File: src/rename_pkg.sv
package rename_pkg;

  // ************************************************************
  // Register numbering
  // ************************************************************

  // Architectural register number, 0 means no register
  typedef logic [4:0] arch_num_t;

  // Rename register number, valid range 32 to 63
  typedef logic [5:0] ren_num_t;

  localparam int NUM_ARCH = 32;
  localparam int NUM_REN  = 32;  // Rename registers, also the free list depth

  // ************************************************************
  // Speculation control
  // ************************************************************

  typedef enum logic [1:0] {
    IDLE  = 2'd0,
    SPEC  = 2'd1,
    FLUSH = 2'd2
  } ctrl_state_t;

endpackage

File: src/data_pkg.sv
package data_pkg;

  typedef logic [31:0] word_t;

  // Rename number view of an operand word
  typedef struct packed {
    logic [25:0]          pad;
    rename_pkg::ren_num_t num;
  } wait_on_t;

  // ************************************************************
  // Operand word
  // ************************************************************

  // The ready flag beside the operand selects the view
  typedef union packed {
    word_t    value;    // Ready operand
    wait_on_t wait_on;  // Producer still outstanding
  } operand_u;

endpackage

File: src/operand_lookup.sv
`timescale 1ns/1ps

module operand_lookup (
  input  rename_pkg::ren_num_t map_1,
  input  rename_pkg::ren_num_t map_2,
  input  data_pkg::word_t      arch_val_1,
  input  data_pkg::word_t      arch_val_2,
  input  data_pkg::word_t      ren_val_1,
  input  data_pkg::word_t      ren_val_2,
  input  logic                 ren_valid_1,
  input  logic                 ren_valid_2,
  output data_pkg::operand_u   op_1,
  output data_pkg::operand_u   op_2,
  output logic                 op_1_ready,
  output logic                 op_2_ready
);
  import rename_pkg::*;
  import data_pkg::*;

  function automatic operand_u pick(input ren_num_t map, input word_t arch_val,
                                    input word_t ren_val, input logic ren_valid,
                                    output logic ready);
    operand_u op;
    if (map == '0) begin          // Not renamed
      op.value = arch_val;
      ready    = 1'b1;
    end else if (ren_valid) begin
      op.value = ren_val;
      ready    = 1'b1;
    end else begin
      op.wait_on.pad = '0;
      op.wait_on.num = map;       // Wait for this producer
      ready          = 1'b0;
    end
    return op;
  endfunction

  always_comb begin
    op_1 = pick(map_1, arch_val_1, ren_val_1, ren_valid_1, op_1_ready);
    op_2 = pick(map_2, arch_val_2, ren_val_2, ren_valid_2, op_2_ready);
  end

endmodule

File: config.mk
export PLATFORM = sky130hd
export DESIGN_NAME = operand_lookup
export DESIGN_NICKNAME = d
export VERILOG_FILES = /design/src/rename_pkg.sv /design/src/data_pkg.sv /design/src/operand_lookup.sv
export SDC_FILE = /design/constraint.sdc
export NUM_CORES = 1
export LEC_CHECK = 0
export ABC_CLOCK_PERIOD_IN_PS = 1900
export BUFFER_PORTS_ARGS = -buffer_cell sky130_fd_sc_hd__buf_4
export CORE_AREA = 2 2 80 82
export DETAILED_ROUTE_END_ITERATION = 7
export DIE_AREA = 0 0 82 84
export GPL_ROUTABILITY_DRIVEN = 0
export PLACE_DENSITY_LB_ADDON = 0.25
export SYNTH_ARGS = -nofsm -noshare
export SYNTH_HDL_FRONTEND = slang
export SYNTH_SLANG_ARGS = --single-unit
File: constraint.sdc
create_clock -name vclk -period 1.9
set_clock_uncertainty 0.15 [all_clocks]
set_input_delay 0.19 -clock vclk [all_inputs]
set_output_delay 0.19 -clock vclk [all_outputs]
set_load 0.01 [all_outputs]
# After elaboration in Yosys (flattened, before gate mapping)
# Index checks and enable logic that the tools add are counted.
# totals
ff_bits	0
in_bits	142
output_inout_bits	66
wordCells	10
# op_classes
mux	8
n_reduce_logical	2
# op_table
cell	n
$mux 32	4
$logic_not 6->1	2
$mux 1	4

# Longest topological paths before layout
# Gate-level depths: netlist of the first run.
# depth
depth_word	2
mapped_depth	5
mapped_depth_nobuf	3

# Worst setup path after synthesis of the first run
# OpenSTA, ideal clock, no wires.
# synth_path
kind	input to output
from	input port ren_valid_1
to	output port op_1[5] (netlist name)
t_arrival_ps	1104
required_ps	1560
setup_slack_ps	456
path_stages	4
path_buffers	2
cell_sequence	buf_2 buf_2 mux2_1 mux2_4
# synth_lines
item	line	rtl
start: declaration	operand_lookup.sv:10	input logic ren_valid_1,
end: declaration	operand_lookup.sv:12	output data_pkg::operand_u op_1,

==> results of run 1 <==
[synth_stat cells, drive strengths merged]
cell type	instances
mux2	24
mux2i	52
nand2b	2
clkbuf	4
buf	10
nand2	54
inv	52
nor2	2
nor4	2
[logic make-up after synthesis]
group	count (synthesis)
mux	76
buf+inv	66
simple gates	60
[worst paths after layout]
check / startpoint / end / slack, ps / cells after the start
max: map_1[4] / op_1[11] / 80 / 6
min: arch_val_1[1] / op_1[1] / 520 / 3
[metal layers]
layer	vias up	GRT usage, %
met5	-	0
li1	1024	-
met4	0	2.727
met3	12	3.788
met1	874	15.71
met2	114	30.23
[report_power, final]
group	internal [mW]	switching [mW]
clock	0	0
combinational	0.367	0.208
sequential	0	0
[final cells by class]
class,instances,area share [%]
Multi-Input combinational cell,136,35.87
Timing Repair Buffer,215,54.32
Tap cell,77,3.242
Inverter,52,6.568
[layout by cell type (no fill, tap or decap), drive strengths merged]
cell / instances
buf: 215
nand2: 54
inv: 52
mux2i: 52
mux2: 24
nor2: 2
nor4: 2
nand2b: 2
==> summary.md, run 1 <==
| Metric | Value |
|---|---|
| Status | completed |
| Crit-path cells | buf_4 > nor4_2 > nand2_2 > buf_4 > mux2i_1 > buf_4 |
| Syn nets | 344 |
| Adder-cell share of the synthesized area | 0% |
| Area share of the largest cell type after synthesis | 38.88% |
| Yosys cell types | 13 |
| Synth Area in Simple Gates | 18.88% |
| Synth Warn # | 0 |
| Mapped Area | 1339 um^2 |
| Resized cells post-CTS | 0 |
| Detailed placement HPWL | 5.110 mm |
| Util after Layout | 48.75% |
| Top sig layer | met4 |
| WL met3 | 664 um |
| Critical Path AT | 1480 ps |
| Relative slew margins | 79.61% |
| Family with the most delay on the worst path | buffers and inverters |
| Finished Cell Area | 2972 um^2 |
| Largest net degree at the start of global routing | 27 |
| Avg Inst Size Synth | 6.628 um^2 |
| Die width | 82 um |
| Slowest CP cell | nor4_2 |
| Worst vdd ir | 0.09903 mV |
| Type of element launching the critical path | input pin |
| Row count | 29 |
| Synth area leader | mux2i_1 |
| Post-synthesis mux area share | 60.75% |
| Total power | 0.5748 mW |
| Vias in the first global route | 1932 |
| Final min period | 1817 ps |
| RSZ-0062 raised after global routing | no |
| CP required | 1560 ps |
| CP Class | in -> out |
| Synth Area in Compound Gates | 0% |
| Wirelength per Cell | 12.10 um |
| Final Hold Viols | 0 |
| Layout cells sized above 1 | 56.08% |
| Worst-margin pin slew | 304.8 ps |
| Register area | 0 um^2 |
| Dpl ws | 75.24 ps |
| Setup-failing EPs final | 0 |
| Largest family of logic cells by synthesized area | multiplexers |
| Worst hold slack | 522.8 ps |
| CP endpoint kind | output pin |
| CP max FO | 13 |
| Layout clock buffers | 0 |
| DRC | 0 |
| DR WL met2 | 3.062 mm |
| Core Region | 6096 um^2 |
| F_max | 550.3 MHz |
| DR iter-0 viols | 23 |
| Worst path bufs/invs | 3 |
| Final max-slew violation count | 0 |
| Via density | 4.217 |
| Initial antenna violation count | 0 |
| Fin nets | 547 |
| Sequential-to-total area share from yosys stat | 0% |
| Non-filler cells in the finished layout | 480 |
| Slowest cell delay on critical path | 290 ps |
| Antenna diodes | 0 |
| Setup_tns | 0 ps |
| Synth Area in XOR/XNOR | 0% |
| Vert. Die Dim | 84 um |
| Setup bufs post-CTS | 0 |
| Hold/Removal Path Class | in -> out |
| Final period util | 95.64% |
| IO Count | 208 |
| Post-route setup slack | 82.76 ps |
| Total Routing Usage GR | 15.31% |
| Vias | 2024 |
| Max-Cap Viols | 0 |
| Multi-input gate area | 1066 um^2 |
| Initial Util | 21.96% |
| Cells after Synth | 202 |
| Top cells by area, synth | mux2i_1 39%, inv_1 15%, nand2_1 15%, mux2_1 14%, mux2_4 6.7% |
| Total gr overflow | 0 |
| DRT Pass-1 Iters | 4 |
| CP dominant cell by count | buf_4 |
| Cell Area, Placed | 2972 um^2 |
| Post-DRT Antenna Nets | 0 |
| Static leakage | 2.118 nW |
| First-pass GRT wire length | 8.652 mm |
| Seq Cell Count | 0 |
| Port Buffers | 208 |
| Fillers | 608 |
| Cell Pwr Density | 193.4 nW/um^2 |
| CTS Hold Bufs | 0 |
| Placed cells | 480 |
| Detailed Route WL | 5.809 mm |
| Synth-to-layout area growth | 122.0% |
| Die Footprint | 6888 um^2 |
| Met1 WL | 1.948 mm |
Power figures use the tool's default switching activity.
==> run 2, diff against run 1 <==
--- a/config.mk
+++ b/config.mk
@@ -6,7 +6,7 @@
 export NUM_CORES = 1
 export LEC_CHECK = 0
 export ABC_CLOCK_PERIOD_IN_PS = 1900
-export BUFFER_PORTS_ARGS = -buffer_cell sky130_fd_sc_hd__buf_4
+export BUFFER_PORTS_ARGS = -buffer_cell sky130_fd_sc_hd__buf_2
 export CORE_AREA = 2 2 80 82
 export DETAILED_ROUTE_END_ITERATION = 7
 export DIE_AREA = 0 0 82 84
==> summary.md, run 2 (same netlist as run 1, synthesis figures left out) <==
| Metric | Value |
|---|---|
| Status | completed |
| Hold Path Origin | arch_val_1[2] |
| Type of element launching the critical path | input pin |
| Detailed Route WL | 5.218 mm |
| Vert. Die Dim | 84 um |
| Non-filler cells in the finished layout | 481 |
| Slowest cell delay on critical path | 320 ps |
| Layout cells sized above 1 | 56.19% |
| Critical Path AT | 1420 ps |
| Final min period | 1755 ps |
| Max-Cap Viols | 0 |
| Static leakage | 1.975 nW |
| Final period util | 92.39% |
| Slowest CP cell | mux2_1 |
| Most frequent cells in the layout | 208 x buf_2, 52 x inv_1, 52 x nand2_1, 52 x mux2i_1, 17 x mux2_1 |
| Multi-input gate area | 1066 um^2 |
| Resized cells post-CTS | 0 |
| Final max-slew violation count | 0 |
| Layout clock buffers | 0 |
| RSZ-0062 raised after global routing | no |
| CP required | 1560 ps |
| Antenna diodes | 0 |
| DR iter-0 viols | 24 |
| Fillers | 649 |
| Hold/Removal Path Class | in -> out |
| Initial Util | 21.96% |
| Total Routing Usage GR | 13.68% |
| Setup_tns | 0 ps |
| DRC | 0 |
| CTS Hold Bufs | 0 |
| Relative slew margins | 80.67% |
| Worst-margin pin slew | 289.0 ps |
| Commonest non-fill, non-tap cell in the layout | buf_2 |
| Setup bufs post-CTS | 0 |
| CP max FO | 15 |
| CP endpoint kind | output pin |
| Worst vdd ir | 0.09585 mV |
| Row count | 29 |
| Worst hold slack | 521.7 ps |
| Largest net degree at the start of global routing | 22 |
| Initial antenna violation count | 0 |
| Cell Pwr Density | 178.7 nW/um^2 |
| Wirelength per Cell | 10.85 um |
| Final Hold Viols | 0 |
| IO Count | 208 |
| Core Region | 6096 um^2 |
| First-pass GRT wire length | 7.783 mm |
| Detailed placement HPWL | 4.710 mm |
| Worst path bufs/invs | 3 |
| Hold Crit Depth | 3 |
| Placed cells | 481 |
| Fin nets | 548 |
| DRT Pass-1 Iters | 4 |
| Register area | 0 um^2 |
| Seq Cell Count | 0 |
| Setup-failing EPs final | 0 |
| Die width | 82 um |
| Hold EP | op_1[2] |
| Crit-path cells | buf_2 > nor4_2 > nand2_2 > buf_4 > mux2_1 > buf_2 |
| Finished Cell Area | 2471 um^2 |
| Port Buffers | 208 |
| Synth-to-layout area growth | 84.58% |
| Die Footprint | 6888 um^2 |
| Post-DRT Antenna Nets | 0 |
| Via density | 4.079 |
| CP dominant cell by count | buf_2 |
| Vias in the first global route | 1813 |
| F_max | 569.7 MHz |
| CP Class | in -> out |
| Family with the most delay on the worst path | buffers and inverters |
| Vias | 1962 |
| Total gr overflow | 0 |
| Util after Layout | 40.54% |
| Cell Area, Placed | 2471 um^2 |
## run 2: final cells by class
class                      count  area share, %
multi-input combinational    136          43.14
inverter                      52          7.899
timing repair buffer         216          45.06
tap                           77          3.899
## run 2: how the worst max path moves through the flow
stage	endpoint	cells past startpoint	slack (ps)	from
floorplan	op_1[5]	4	460	ren_valid_1
global placement	op_1[31]	6	160	map_1[4]
detailed placement	op_2[2]	6	140	map_2[2]
CTS	op_2[2]	6	130	map_2[2]
global route	op_1[20]	6	30	map_1[4]
finish	op_2[2]	6	140	map_2[2]
## run 2: stage by stage
stage,power [mW],setup WS [ps]
after global placement,0.4444,162.2
final,0.4415,144.7
after global routing,0.4951,34.98
after CTS,0.4489,127.1
after floorplan,0.2028,455.5
after detailed placement,0.4470,136.7
## run 2: tightest hold or removal path, cell delays in order
cell and delay [ps]:
buf_2 70, mux2_1 100, buf_2 120
## run 2: routing by layer
metal	wire (um)	vias to the layer above	track usage [%]
met1	1846	820	14.35
met3	576	6	2.165
met4	56	0	1.667
li1	-	1026	-
met5	0	-	0
met2	2738	110	27.86
## run 2: report_power, final
| part | leakage [nW] | total (mW) | switching (mW) | internal, mW |
|---|---|---|---|---|
| clock | 0 | 0 | 0 | 0 |
| combinational | 1.97 | 0.441 | 0.198 | 0.244 |
| sequential | 0 | 0 | 0 | 0 |
==> run 3, diff against run 2 <==
--- a/config.mk
+++ b/config.mk
@@ -5,7 +5,7 @@
 export SDC_FILE = /design/constraint.sdc
 export NUM_CORES = 1
 export LEC_CHECK = 0
-export ABC_CLOCK_PERIOD_IN_PS = 1900
+export ABC_CLOCK_PERIOD_IN_PS = 2100
 export BUFFER_PORTS_ARGS = -buffer_cell sky130_fd_sc_hd__buf_2
 export CORE_AREA = 2 2 80 82
 export DETAILED_ROUTE_END_ITERATION = 7
==> constraint.sdc (replaced) <==
create_clock -name vclk -period 2.1
set_clock_uncertainty 0.15 [all_clocks]
set_input_delay 0.105 -clock vclk [all_inputs]
set_output_delay 0.105 -clock vclk [all_outputs]
set_load 0.01 [all_outputs]
==> summary.md, run 3 (same netlist as run 1, synthesis figures left out) <==
| Metric | Value |
|---|---|
| First-pass GRT wire length | 7.514 mm |
| Die width | 82 um |
| Fillers | 665 |
| Vias in the first global route | 1788 |
| Slowest CP cell | nand2_2 |
| DRC | 0 |
| Wirelength per Cell | 10.93 um |
| Fin nets | 546 |
| Antenna diodes | 0 |
| Initial antenna violation count | 0 |
| Worst-margin pin slew | 555.0 ps |
| Final period util | 86.30% |
| Port Buffers | 208 |
| Detailed placement HPWL | 4.610 mm |
| CP Class | in -> out |
| Crit. Startpoint | map_2[2] |
| Post-DRT Antenna Nets | 0 |
| Row count | 29 |
| Total Routing Usage GR | 13.23% |
| Final max-slew violation count | 0 |
| Worst path bufs/invs | 3 |
| Layout clock buffers | 0 |
| Final Hold Viols | 0 |
| Setup_tns | 0 ps |
| Worst vdd ir | 0.07935 mV |
| Relative slew margins | 62.87% |
| Critical Path AT | 1560 ps |
| Setup-failing EPs final | 0 |
| Layout cells sized above 1 | 55.97% |
| RSZ-0062 raised after global routing | no |
| Initial Util | 21.96% |
| Setup bufs post-CTS | 0 |
| Slowest cell delay on critical path | 380 ps |
| CP dominant cell by count | buf_2 |
| Hold/Removal Path Class | in -> out |
| Largest net degree at the start of global routing | 25 |
| Register area | 0 um^2 |
| Status | completed |
| Seq Cell Count | 0 |
| Most frequent cells in the layout | 208 x buf_2, 52 x inv_1, 52 x nand2_1, 52 x mux2i_1, 17 x mux2_1 |
| Core Region | 6096 um^2 |
| Cell Pwr Density | 163.0 nW/um^2 |
| Family with the most delay on the worst path | simple AND/OR/NAND/NOR gates |
| Vias | 1960 |
| Resized cells post-CTS | 0 |
| Vert. Die Dim | 84 um |
| CP max FO | 20 |
| Final min period | 1812 ps |
| Die Footprint | 6888 um^2 |
| F_max | 551.8 MHz |
| CP endpoint kind | output pin |
| Hold Crit Depth | 3 |
| Hold Path Origin | arch_val_2[2] |
| CP required | 1850 ps |
| Max-Cap Viols | 0 |
| Type of element launching the critical path | input pin |
| Hold EP | op_2[2] |
| IO Count | 208 |
| Static leakage | 1.959 nW |
| Crit-path cells | buf_2 > nor4_2 > nand2_2 > buf_4 > mux2i_1 > buf_2 |
| Total gr overflow | 0 |
| Worst hold slack | 348.7 ps |
| CTS Hold Bufs | 0 |
| DRT Pass-1 Iters | 4 |
| Via density | 4.092 |
| Commonest non-fill, non-tap cell in the layout | buf_2 |
| DR iter-0 viols | 26 |
| Detailed Route WL | 5.237 mm |
| Synth-to-layout area growth | 82.52% |
[run 3: cell count changes in the layout (fill, tap and decap cells not counted)]
cell | previous run | this run
buf_4 | 7 | 6
buf_12 | 1 | 0
[run 3: metal layers]
layer	part of all wire, %	track usage (%)	wire, um
met4	2.0	3.030	107
met3	9.2	1.623	484
met2	52	27.57	2737
met5	0	0	0
met1	36	12.99	1908
[run 3: final cells by class]
cell class                 instances  area, um^2  area share (%)
timing repair buffer             214        1086           44.44
multi-input combinational        136        1066           43.63
inverter                          52       195.2           7.988
tap                               77       96.34           3.943
[run 3: per-stage QoR]
| stage | util [%] | setup WS [ps] | std cells | power, mW | area [um^2] |
|---|---|---|---|---|---|
| CTS | 40.09 | 279.1 | 479 | 0.4037 | 2444 |
| global placement | 40.09 | 347.7 | 479 | 0.3972 | 2444 |
| floorplan | - | 825.5 | 202 | 0.1835 | 1339 |
| finish | 40.09 | 287.6 | 479 | 0.3983 | 2444 |
| global route | 40.09 | 160.3 | 479 | 0.4435 | 2444 |
| detailed placement | 40.09 | 277.9 | 479 | 0.4019 | 2444 |
[run 3: how the worst max path moves through the flow]
| stage | slack (ps) | endpoint | cells past startpoint |
|---|---|---|---|
| final | 290 | op_2[24] | 6 |
| after global routing | 160 | op_2[24] | 6 |
| after CTS | 280 | op_2[24] | 6 |
| after detailed placement | 280 | op_2[24] | 6 |
| after global placement | 350 | op_2[25] | 6 |
| after floorplan | 830 | op_1[5] | 4 |
[run 3: power by group]
group	leakage (nW)	switching (mW)	total [mW]	internal, mW
combinational	1.96	0.180	0.398	0.218
sequential	0	0	0	0
clock	0	0	0	0
