## src/rename_pkg.sv

```systemverilog
package rename_pkg;

  // ************************************************************
  // Register numbering
  // ************************************************************

  // Architectural register number, 0 means no register
  typedef logic [4:0] arch_num_t;

  // Rename register number, valid range 32 to 63
  typedef logic [5:0] ren_num_t;

  localparam int NUM_ARCH = 32;
  localparam int NUM_REN  = 32;  // Rename registers, also the free list depth

  // ************************************************************
  // Speculation control
  // ************************************************************

  typedef enum logic [1:0] {
    IDLE  = 2'd0,
    SPEC  = 2'd1,
    FLUSH = 2'd2
  } ctrl_state_t;

endpackage

```

## src/rename_ifs.sv

```systemverilog


// Speculation control broadcast from the FSM
interface flush_if;
  import rename_pkg::*;

  ctrl_state_t state;
  logic        clear_tag;   // One cycle pulse
  logic        delete_tag;  // One cycle pulse
  logic        scan_en;
  ren_num_t    scan_num;

  modport ctrl (output state, clear_tag, delete_tag, scan_en, scan_num);

  modport map_tbl (input state, clear_tag, delete_tag, scan_en, scan_num);

  modport regs (input state, clear_tag, scan_en, scan_num);

endinterface

```

## src/rename_ctrl_fsm.sv

```systemverilog
`timescale 1ns/1ps

module rename_ctrl_fsm (
  input  logic  global_bus,
  input  logic  rst_n,
  input  logic  spec_begin,
  input  logic  branch_ok,
  input  logic  branch_bad,
  output logic  busy,
  flush_if.ctrl flush
);
  import rename_pkg::*;

  ctrl_state_t state_q;
  ctrl_state_t state_d;
  logic [4:0]  scan_idx_q;

  always_comb begin
    state_d = state_q;
    case (state_q)
      IDLE: if (spec_begin) state_d = SPEC;
      SPEC: begin
        if (branch_bad) state_d = FLUSH;
        else if (branch_ok) state_d = IDLE;
      end
      FLUSH: if (scan_idx_q == 5'd31) state_d = IDLE;  // Last scan step
      default: state_d = IDLE;
    endcase
  end

  always_ff @(posedge global_bus or negedge rst_n) begin
    if (!rst_n) begin
      state_q    <= IDLE;
      scan_idx_q <= '0;
    end else begin
      state_q <= state_d;
      if (state_q == FLUSH) scan_idx_q <= scan_idx_q + 5'd1;  // Wraps to 0 on exit
    end
  end

  assign busy             = (state_q == FLUSH);
  assign flush.state      = state_q;
  assign flush.clear_tag  = (state_q == SPEC) && branch_ok && !branch_bad;
  assign flush.delete_tag = (state_q == SPEC) && branch_bad;
  assign flush.scan_en    = busy;
  assign flush.scan_num   = ren_num_t'(NUM_REN) + ren_num_t'(scan_idx_q);

  // ************************************************************
  // Checks
  // ************************************************************

  a_branch_in_spec: assert property (@(posedge global_bus) disable iff (!rst_n)
    (branch_ok || branch_bad) |-> (state_q == SPEC));

  a_branch_exclusive: assert property (@(posedge global_bus) disable iff (!rst_n)
    !(branch_ok && branch_bad));

endmodule

```

## src/flat_wrapper.sv

```systemverilog
// flat-port wrapper written by rule: the top's interface ports become plain ports
module rename_ctrl_fsm_flat import rename_pkg::*;
  (global_bus, rst_n, spec_begin, branch_ok, branch_bad, busy, flush_state, flush_clear_tag, flush_delete_tag, flush_scan_en, flush_scan_num);
  flush_if flush_i ();
  input  logic global_bus;
  input  logic rst_n;
  input  logic spec_begin;
  input  logic branch_ok;
  input  logic branch_bad;
  output logic busy;
  output wire logic [$bits(flush_i.state)-1:0] flush_state;
  output wire logic [$bits(flush_i.clear_tag)-1:0] flush_clear_tag;
  output wire logic [$bits(flush_i.delete_tag)-1:0] flush_delete_tag;
  output wire logic [$bits(flush_i.scan_en)-1:0] flush_scan_en;
  output wire logic [$bits(flush_i.scan_num)-1:0] flush_scan_num;
  assign flush_state = flush_i.state;
  assign flush_clear_tag = flush_i.clear_tag;
  assign flush_delete_tag = flush_i.delete_tag;
  assign flush_scan_en = flush_i.scan_en;
  assign flush_scan_num = flush_i.scan_num;
  rename_ctrl_fsm u_core (.global_bus(global_bus), .rst_n(rst_n), .spec_begin(spec_begin), .branch_ok(branch_ok), .branch_bad(branch_bad), .busy(busy), .flush(flush_i));
endmodule
```

## config.mk

```make
export PLATFORM = sky130hd
export DESIGN_NAME = rename_ctrl_fsm_flat
export DESIGN_NICKNAME = d
export VERILOG_FILES = /design/src/rename_pkg.sv /design/src/rename_ifs.sv /design/src/rename_ctrl_fsm.sv /design/src/flat_wrapper.sv
export SDC_FILE = /design/constraint.sdc
export NUM_CORES = 1
export LEC_CHECK = 0
export CORE_AREA = 2 2 39 41
export CTS_CLUSTER_DIAMETER = 150
export DETAILED_ROUTE_END_ITERATION = 16
export DIE_AREA = 0 0 41 43
export DONT_BUFFER_PORTS = 1
export GPL_TIMING_DRIVEN = 1
export PLACE_DENSITY = 0.41
export SLEW_MARGIN = 20
export SYNTH_ARGS = -nofsm -noshare
export SYNTH_HDL_FRONTEND = slang
export SYNTH_SLANG_ARGS = --single-unit
```

## constraint.sdc

```tcl
create_clock -name global_bus -period 3.2 [get_ports global_bus]
set_input_delay 0.32 -clock global_bus [delete_from_list [all_inputs] [get_ports global_bus]]
set_output_delay 0.32 -clock global_bus [all_outputs]
set_load 0.01 [all_outputs]
```

---- Word level (Yosys, flattened, before mapping) ----
Cells that the tools add are included.
word-level totals
  bits in read-only memories .............. 0
  memories kept ........................... 0
  memory bits (writable) .................. 0
  output and inout bits ................... 12
  register bits ........................... 7
  latch bits .............................. 0
operators by class
  $lt $le $gt $ge ......................... 0
  reduce and logical (&&, ||, !) cells .... 6
  divide/modulo/power cells ............... 0
  eq/ne operators ......................... 6
  $mul .................................... 0
  shift-type cells ........................ 0
  add/subtract/negate cells ............... 2
  mux-type cells .......................... 5
  bitwise operators ....................... 0
operators with widths
  cell                                                                      count
  2-bit 2-to-1 mux                                                          4
  6-bit by 5-bit adder with 6-bit output (first input constant)             1
  2-bit one-hot mux with 3 select lines                                     1
  5-bit by 1-bit adder with 5-bit output (second input constant)            1
  5-bit == test (second input constant)                                     1
  1-bit logical AND                                                         3
  3-bit inequality test (second input constant)                             1
  3-bit AND reduction                                                       1
  2-bit by 1-bit == test with 1-bit output (second input constant)          1
  2-bit == test (second input constant)                                     1
  2-bit logical NOT                                                         1
  2-bit by 1-bit inequality test with 1-bit output (second input constant)  1
  2-bit inequality test (second input constant)                             1
  1-bit logical NOT                                                         1

---- Depth between registers and ports, before layout ----
Gate-level depths: netlist (run 1).
  depth after elaboration ................. 3
  depth in mapped cells ................... 5

---- Worst setup path after synthesis (run 1) ----
No wires, ideal clock.
  path kind ............................... register -> register
  start point ............................. register u_core.scan_idx_q[0]
  end point ............................... register u_core.scan_idx_q[4]
  path slack .............................. 1.721 ns
  buffers on the path ..................... 0
  cell stages (with the launch flop) ...... 5
  data required time ...................... 3.075 ns
  arrival ................................. 1.354 ns
  cell sequence ........................... dfrtp_1 -> ha_1 -> and3_1 -> ha_1 -> mux2_4
on the way
  word-level cells in the longest chain between the ends .. 1
RTL lines
  element                                 RTL line               RTL
  start, declared                         rename_ctrl_fsm.sv:16  logic [4:0] scan_idx_q;
  start signal, assigned                  rename_ctrl_fsm.sv:37  if (state_q == FLUSH) scan_idx_q <= scan_idx_q + 5'd1;
  5-bit by 1-bit adder with 5-bit output  rename_ctrl_fsm.sv:37
Every way passes these cells.
A chain may end at the register's enable or synchronous reset.

---- Worst setup path after layout (run 1) ----
  start point ............................. register u_core.state_q[1] (netlist: u_core.flush.state[1])
  end point ............................... output port busy
on the way
  word-level cells in the longest chain between the ends .. 1
RTL lines
  element                 RTL line               RTL
  start, declared         rename_ctrl_fsm.sv:14  ctrl_state_t state_q;
  start signal, assigned  rename_ctrl_fsm.sv:36  state_q <= state_d;
  2-bit == test           rename_ctrl_fsm.sv:41  assign busy = (state_q == FLUSH);
  end, declared           flat_wrapper.sv:10     output logic busy;
Every way passes these cells.

==> results_dict.tcl, run 1 <==
set metrics [dict create \
    outcome "finished, final reports clean" \
    yosysSeqAreaShare_pct 45.31 \
    pin_count 17 \
    yosysUniqueCellTypes 19 \
    fin_skew_ps 4.065 \
    clock-sinks 7 \
    final_common_cell "dfrtp_1" \
    cp_cell_sequence "nor2b_2" \
    synth_seq_cells 7 \
    cts_hold_buf 1 \
    slowest_delay_ps 590 \
    drive_above_1_share_pct 35.48 \
    cp_top_family "simple AND/OR/NAND/NOR gates" \
    worstMarginPinSlew_ps 643.2 \
    pwr_density_cell_nw_per_um2 1032 \
    fin_ws_ps 1595 \
    avgSynthCellArea_um2 13.33 \
    diodes 0 \
    instances_no_fill 47 \
    mostFrequentLayoutCells "dfrtp_1 (7), clkbuf_4 (3), nor2_1 (2), mux2_4 (2), ha_1 (2)" \
    core.rowCount 14 \
    drt-total-wl_um 643 \
    slew_violations 0 \
    dr.pass1.iters 2 \
    dp_cells 42 \
    cts_buffer_depth 2 \
    die_y_um 43 \
    postCtsSetupRepairBufs 0 \
    synth_fp_nets 36 \
    grt_usage_pct 10.20 \
    avgRoutedWirePerCell_um 13.68 \
    ir_drop_v 0.0004004 \
    synth_top_cell_area_share_pct 45.31 \
    cp.arrival_ps 1290 \
    synthToLayoutAreaGrowth_pct 7.767 \
    period_minus_slack_ps 1605 \
    cts_tree "built" \
    hold_viol_final 0 \
    clk_latency_ps 250 \
    holdWs_ps 220.4 \
    io_buffers 0 \
    fp.dieW_um 41 \
    setup-tns-final_ps 0 \
    worst-path-buf-inv 0 \
    gr-total-overflow 0 \
    yosys-top-cells-area "dfrtp_1 (45%), mux2_4 (7.8%), ha_1 (6.5%), nand4_4 (5.5%), xnor2_2 (4.2%)" \
    fp.dieArea_um2 1763 \
    drt_iter0_drc 1 \
    synthCells 29 \
    slew-limit-headroom_pct 56.93 \
    final-setup-viol-count 0 \
    yosysWarnings 0 \
    postRouteAntennaNets 0 \
    grt_max_degree 9 \
    cts_resized 0 \
    clk_pin_slew_ps 50 \
    antenna_found_initial 0 \
    netlist_area_um2 386.6 \
    crit_path_max_fanout 8 \
    fin_nets 39 \
    core_region_area_um2 1384 \
    htreeDepth 1 \
    dp_slack_ps 1660 \
    viasPerCell 4.638 \
    end_kind "primary output" \
    max_cap_violations 0 \
    cp-start-kind "register" \
    p_leak_nw 0.1978 \
    yosys.area.top_type "dfrtp_1" \
    cts_buffers 3 \
    rsz0062_at_grt "false" \
    initial_core_util_pct 27.94 \
    dp_hpwl_um 515.8 \
    worstHoldPathType "primary input to register" \
    grt_first_pass_wirelength_um 1021 \
    required_ps 2880 \
    grt_pass1_vias 257 \
    root_buffer "clkbuf_4" \
    via_count 218 \
    max_freq_mhz 623.0 \
    finalCritPeriodShare_pct 50.16 \
    crit_type "register to primary output" \
    remaining_drc_errors 0 \
    slowest_stage "nor2b_2" \
    globalplace.congestion 0.5813 \
]
[Yosys cell counts]
master    n
a21o_2    1
buf_6     1
xor2_1    1
mux2_4    2
xnor2_1   1
conb_1    1
nand4_4   1
nand2_1   1
xnor2_2   1
mux2i_1   1
and3_1    1
buf_4     2
and4bb_2  1
and3b_2   1
dfrtp_1   7
ha_1      2
nor2_1    2
nor2b_2   1
inv_1     1
[metrics by stage]
stage	area (um2)	util, %	power [W]
floorplan	386.6	-	0.0003432
global placement	380.4	27.49	0.0003451
detailed placement	380.4	27.49	0.0003544
CTS	416.7	30.11	0.0004412
global route	416.7	30.11	0.0004736
finish	416.7	30.11	0.0004300
[cells by family after synthesis]
logic type | Yosys count | synth area share, %
xor gates and xnor gates | 3 | 8.740
AOI/OAI and AO/OA | 1 | 2.266
adders and majority gates | 2 | 6.471
muxes | 3 | 10.36
and+or+nand+nor | 8 | 18.12
DFF | 7 | 45.31
buffers and inverters | 4 | 7.765
other | 1 | 0.9699
[flip-flops by register name, indices dropped and copies added, names as in the netlist]
name                flops
u_core.scan_idx_q       5
u_core.flush.state      2
[where the power goes]
group | switching [W] | total [W] | internal, W
combinational | 0.0000588 | 0.000137 | 0.0000778
sequential | 0.0000825 | 0.000214 | 0.000131
clock | 0.0000322 | 0.0000798 | 0.0000475
[worst paths after layout]
check,from,endpoint,slack [ps],cells after the start
worst max-delay path,u_core.flush.state[1],busy,1590,1
worst min-delay path,spec_begin,u_core.flush.state[0],220,2
worst max register to register,u_core.scan_idx_q[0],u_core.scan_idx_q[4],1670,4
worst min register to register,u_core.flush.state[1],u_core.flush.state[0],540,1
max in group asynchronous,rst_n,u_core.scan_idx_q[1],2560,1
min in group asynchronous,rst_n,u_core.scan_idx_q[4],390,1
[cell type report]
| type | instances | area [um2] |
|---|---|---|
| clock buffer | 4 | 26.28 |
| fill | 146 | 967.2 |
| inverter | 1 | 3.754 |
| multi-input combinational | 18 | 181.4 |
| sequential | 7 | 175.2 |
| tap | 16 | 20.02 |
| timing repair buffer | 1 | 10.01 |
[per-layer routing]
layer / GRT usage [%] / vias up / wire (um)
li1: - / 96 / -
met1: 7.869 / 106 / 207
met2: 14.06 / 14 / 332
met3: 10.47 / 2 / 95
met4: 8.000 / 0 / 7
met5: 0 / - / 0
(Power assumes the default switching activity.)
==> inputs of run 2 (changes only) <==
==> constraint.sdc (replaced) <==
create_clock -name global_bus -period 1.5 [get_ports global_bus]
set_input_delay 0.15 -clock global_bus [delete_from_list [all_inputs] [get_ports global_bus]]
set_output_delay 0.15 -clock global_bus [all_outputs]
set_load 0.01 [all_outputs]
==> run 2 against run 1 <==
Compared with the run above:
- critical path depth grew 3
- wire length grew 5.3%
- via count grew 9.2%
- count of clock-buffer cells in the layout is the same
- global-route usage shrank 0.76 points
- highest routed layer unchanged
==> results_dict.tcl, run 2 (same netlist as run 1, synthesis figures left out) <==
set metrics [dict create \
    htreeDepth 1 \
    avgRoutedWirePerCell_um 12.77 \
    fp.dieArea_um2 1763 \
    crit_path_max_fanout 2 \
    crit_type "register to register" \
    cp-start-kind "register" \
    max_cap_violations 0 \
    drive_above_1_share_pct 45.95 \
    max_freq_mhz 707.2 \
    rsz0062_at_grt "false" \
    postCtsSetupRepairBufs 0 \
    root_buffer "clkbuf_4" \
    cts_buffers 3 \
    clock-sinks 7 \
    mostFrequentLayoutCells "dfrtp_1 (7), buf_4 (6), clkbuf_4 (3)" \
    grt_usage_pct 9.442 \
    viasPerCell 4.491 \
    dr.pass1.iters 4 \
    drt_iter0_drc 1 \
    total_power_w 0.001052 \
    grt_max_degree 8 \
    diodes 0 \
    core_region_area_um2 1384 \
    pin_count 17 \
    clk_pin_slew_ps 50 \
    hold_viol_final 0 \
    io_buffers 0 \
    required_ps 1630 \
    pwr_density_cell_nw_per_um2 2255 \
    die_y_um 43 \
    remaining_drc_errors 0 \
    grt_pass1_vias 258 \
    worstHoldPathType "primary input to register" \
    fin_skew_ps 3.879 \
    clk_latency_ps 250 \
    via_count 238 \
    gr-total-overflow 0 \
    cts_buffer_depth 2 \
    dp_slack_ps 100.3 \
    ir_drop_v 0.0009251 \
    largest_reg_flops 5 \
    setup-tns-final_ps 0 \
    slew_violations 0 \
    fp.dieW_um 41 \
    grt_first_pass_wirelength_um 1097 \
    core.rowCount 14 \
    end_kind "register" \
    initial_core_util_pct 27.94 \
    largest_register "u_core.scan_idx_q" \
    final-setup-viol-count 0 \
    outcome "finished, final reports clean" \
    fin_nets 45 \
    postRouteAntennaNets 0 \
    period_minus_slack_ps 1414 \
    antenna_found_initial 0 \
    final_common_cell "dfrtp_1" \
    fin_ws_ps 85.92 \
    p_leak_nw 0.2303 \
    cp.arrival_ps 1550 \
    synthToLayoutAreaGrowth_pct 20.71 \
    finalCritPeriodShare_pct 94.27 \
    cts_tree "built" \
    drt-total-wl_um 677 \
    globalplace.congestion 0.6562 \
]
[run 2: repair_timing]
action,4_1_cts,5_1_grt
setup endpoints to repair,0,2
hold buffers,1,0
hold endpoints to repair,7,0
resized for setup,0,1
[run 2: power by group]
part	total [W]	switching, W	internal, W
Clock	0.000169	0.0000675	0.000101
Combinational	0.000512	0.000237	0.000275
Sequential	0.000372	0.0000914	0.000280
Total	0.00105	0.000396	0.000657
[run 2: final timing paths]
kind                            slack, ps                    end  cells past startpoint                   from
min in group asynchronous             230   u_core.scan_idx_q[4]                      1                  rst_n
worst max-delay path                   90   u_core.scan_idx_q[4]                      4   u_core.scan_idx_q[1]
worst min register to register        560  u_core.flush.state[0]                      2  u_core.flush.state[1]
max in group asynchronous            1020  u_core.flush.state[0]                      1                  rst_n
worst min-delay path                   70  u_core.flush.state[0]                      2             spec_begin
worst max register to register         90   u_core.scan_idx_q[4]                      4   u_core.scan_idx_q[1]
[run 2: cell type report]
cell class              count  area [um2]
fillers                   144       917.1
well taps                  16       20.02
repair buffers              7       55.05
clock buffers               4       26.28
multi-input cells          18       186.4
inverters                   1       3.754
flip-flops and latches      7       175.2
[run 2: layer usage]
| metal | GRT usage [%] | vias to the layer above | wire length, um |
|---|---|---|---|
| li1 | - | 108 | - |
| met1 | 10.67 | 114 | 233 |
| met2 | 14.06 | 14 | 338 |
| met3 | 3.665 | 2 | 90 |
| met4 | 6.000 | 0 | 14 |
| met5 | 0 | - | 0 |
[run 2: stage by stage]
stage	utilization [%]	hold slack, ps	cells	instance area [um2]
3_3_place_gp	30.74	-145.4	48	425.4
6_report	33.73	71.68	53	466.7
4_1_cts	33.36	70.34	53	461.7
5_1_grt	33.73	79.77	53	466.7
3_5_place_dp	30.74	-145.3	48	425.4
2_1_floorplan	-	-145.6	29	386.6
[run 2: worst max-delay path: stages, from the launching register on]
cell	delay (ps)
dfrtp_1	390
ha_1	200
and3_1	190
ha_1	270
mux2_4	260
==> inputs of run 3 (changes only) <==
--- a/config.mk
+++ b/config.mk
@@ -12,6 +12,7 @@
 export DONT_BUFFER_PORTS = 1
 export GPL_TIMING_DRIVEN = 1
 export PLACE_DENSITY = 0.41
+export RECOVER_POWER = 50
 export SLEW_MARGIN = 20
 export SYNTH_ARGS = -nofsm -noshare
 export SYNTH_HDL_FRONTEND = slang
==> run 3 against run 2 <==
Compared with the run above:
- clock skew hardly changed
- die area stayed put
- total power is 0.96% lower
- first-iteration DRC count stayed put
- largest power group unchanged
==> results_dict.tcl, run 3 (same netlist as run 1, synthesis figures left out) <==
set metrics [dict create \
    p_sw_share_pct 38.08 \
    pin_count 17 \
    io_buffers 0 \
    ir_drop_v 0.0009129 \
    multi_input_area_um2 186.4 \
    cts_tree "built" \
    placed_area_um2 425.4 \
    gr-total-overflow 0 \
    dr.pass1.iters 4 \
    period_minus_slack_ps 1414 \
    p_switching_w 0.0003969 \
    fin_ws_ps 85.92 \
    initial_core_util_pct 27.94 \
    fin_area_um2 462.9 \
    final-seq-area_um2 175.2 \
    p_clk_share_pct 16.2 \
    slowest_stage "dfrtp_1" \
    fp.dieW_um 41 \
    worstHoldPathType "primary input to register" \
    cp-start-kind "register" \
    hold-path-cell-count 2 \
    n_fill_cell 146 \
    core_region_area_um2 1384 \
    clk_latency_ps 250 \
    finalCritPeriodShare_pct 94.27 \
    pwr_density_cell_nw_per_um2 2251 \
    crit_path_max_fanout 2 \
    grt_usage_pct 9.442 \
    viasPerCell 4.472 \
    outcome "finished, final reports clean" \
    largest_register "u_core.scan_idx_q" \
    diodes 0 \
    fin_nets 45 \
    grt_first_pass_wirelength_um 1097 \
    remaining_drc_errors 0 \
    cp_cell_sequence "ha_1 -> and3_1 -> ha_1 -> mux2_4" \
    via_count 237 \
    cts_buffer_depth 2 \
    drive_above_1_share_pct 43.24 \
    setup-tns-final_ps 0 \
    grt_max_degree 8 \
    crit_type "register to register" \
    crit_cells 4 \
    clock-sinks 7 \
    max_freq_mhz 707.2 \
    crit_top_cell "ha_1" \
    drt_iter0_drc 1 \
    globalplace.congestion 0.6562 \
    mostFrequentLayoutCells "dfrtp_1 (7), buf_4 (5), clkbuf_4 (3)" \
    final-setup-viol-count 0 \
    rsz0062_at_grt "false" \
    comb_power_share_pct 48.1 \
    die_y_um 43 \
    largest_reg_flops 5 \
    synthToLayoutAreaGrowth_pct 19.74 \
    sequentialPowerShare_pct 35.6 \
    end_kind "register" \
    slowest_delay_ps 390 \
    max_cap_violations 0 \
    slew_violations 0 \
    avgRoutedWirePerCell_um 12.92 \
    worst-path-buf-inv 0 \
    postRouteAntennaNets 0 \
    core.rowCount 14 \
    grt_pass1_vias 258 \
    hold_viol_final 0 \
    fin_skew_ps 3.884 \
    drt-total-wl_um 685 \
    p_leak_nw 0.2263 \
    cts_buffers 3 \
    htreeDepth 1 \
    fp.dieArea_um2 1763 \
    p_int_w 0.0006452 \
    cp_top_family "adder cells" \
    required_ps 1630 \
    dp_slack_ps 100.3 \
    clk_pin_slew_ps 50 \
    r2r_cells 4 \
    cp.arrival_ps 1550 \
    final_common_cell "dfrtp_1" \
    antenna_found_initial 0 \
    root_buffer "clkbuf_4" \
]
run 3: per-stage QoR:
step / std cells / util, % / hold slack (ps) / power (W)
floorplan: 29 / - / -145.6 / 0.0007321
global placement: 48 / 30.74 / -145.4 / 0.0008583
detailed placement: 48 / 30.74 / -145.3 / 0.0008762
CTS: 53 / 33.36 / 70.34 / 0.001063
global route: 53 / 33.45 / 79.81 / 0.001121
finish: 53 / 33.45 / 71.69 / 0.001042
run 3: area by class of cell:
class | instances | share of cell area [%]
Clock buffer | 4 | 5.676
Inverter | 1 | 0.8108
Multi-Input combinational cell | 18 | 40.27
Sequential cell | 7 | 37.84
Tap cell | 16 | 4.324
Timing Repair Buffer | 7 | 11.08
run 3: path summary, 6_finish.rpt:
check	slack, ps	end	startpoint
setup / recovery	90	u_core.scan_idx_q[4]	u_core.scan_idx_q[1]
hold / removal	70	u_core.flush.state[0]	spec_begin
setup reg to reg	90	u_core.scan_idx_q[4]	u_core.scan_idx_q[1]
hold reg to reg	580	u_core.scan_idx_q[3]	u_core.scan_idx_q[3]
max in group asynchronous	1030	u_core.flush.state[0]	rst_n
min in group asynchronous	230	u_core.scan_idx_q[4]	rst_n
run 3: power by group through the flow:
stage	Sequential, W	Clock, W	Combinational, W
detailed placement	0.000370	0	0.000506
global route	0.000385	0.000188	0.000547
CTS	0.000370	0.000178	0.000515
finish	0.000372	0.000169	0.000502
global placement	0.000366	0	0.000492
floorplan	0.000432	0	0.000301
run 3: worst register-to-register path, delay by kind of cell, from the launching register on:
| kind | cells | cell delay [ps] |
|---|---|---|
| simple gates | 1 | 190 |
| fa+ha+maj | 2 | 470 |
| flops | 1 | 390 |
| mux | 1 | 260 |
run 3: routing by layer:
metal	up-vias	part of all wire, %	global-route usage, %
met5	-	0	0
met2	14	49	14.06
met4	0	2.0	6.000
met1	113	35	10.67
met3	2	13	3.665
li1	108	-	-
run 3: timing repair:
| action | in CTS | in global routing |
|---|---|---|
| setup buffers | 0 | 0 |
| endpoints found under the hold margin | 7 | 0 |
| endpoints found under the setup margin | 0 | 2 |
| hold buffers | 1 | 0 |
| resized for setup | 0 | 1 |
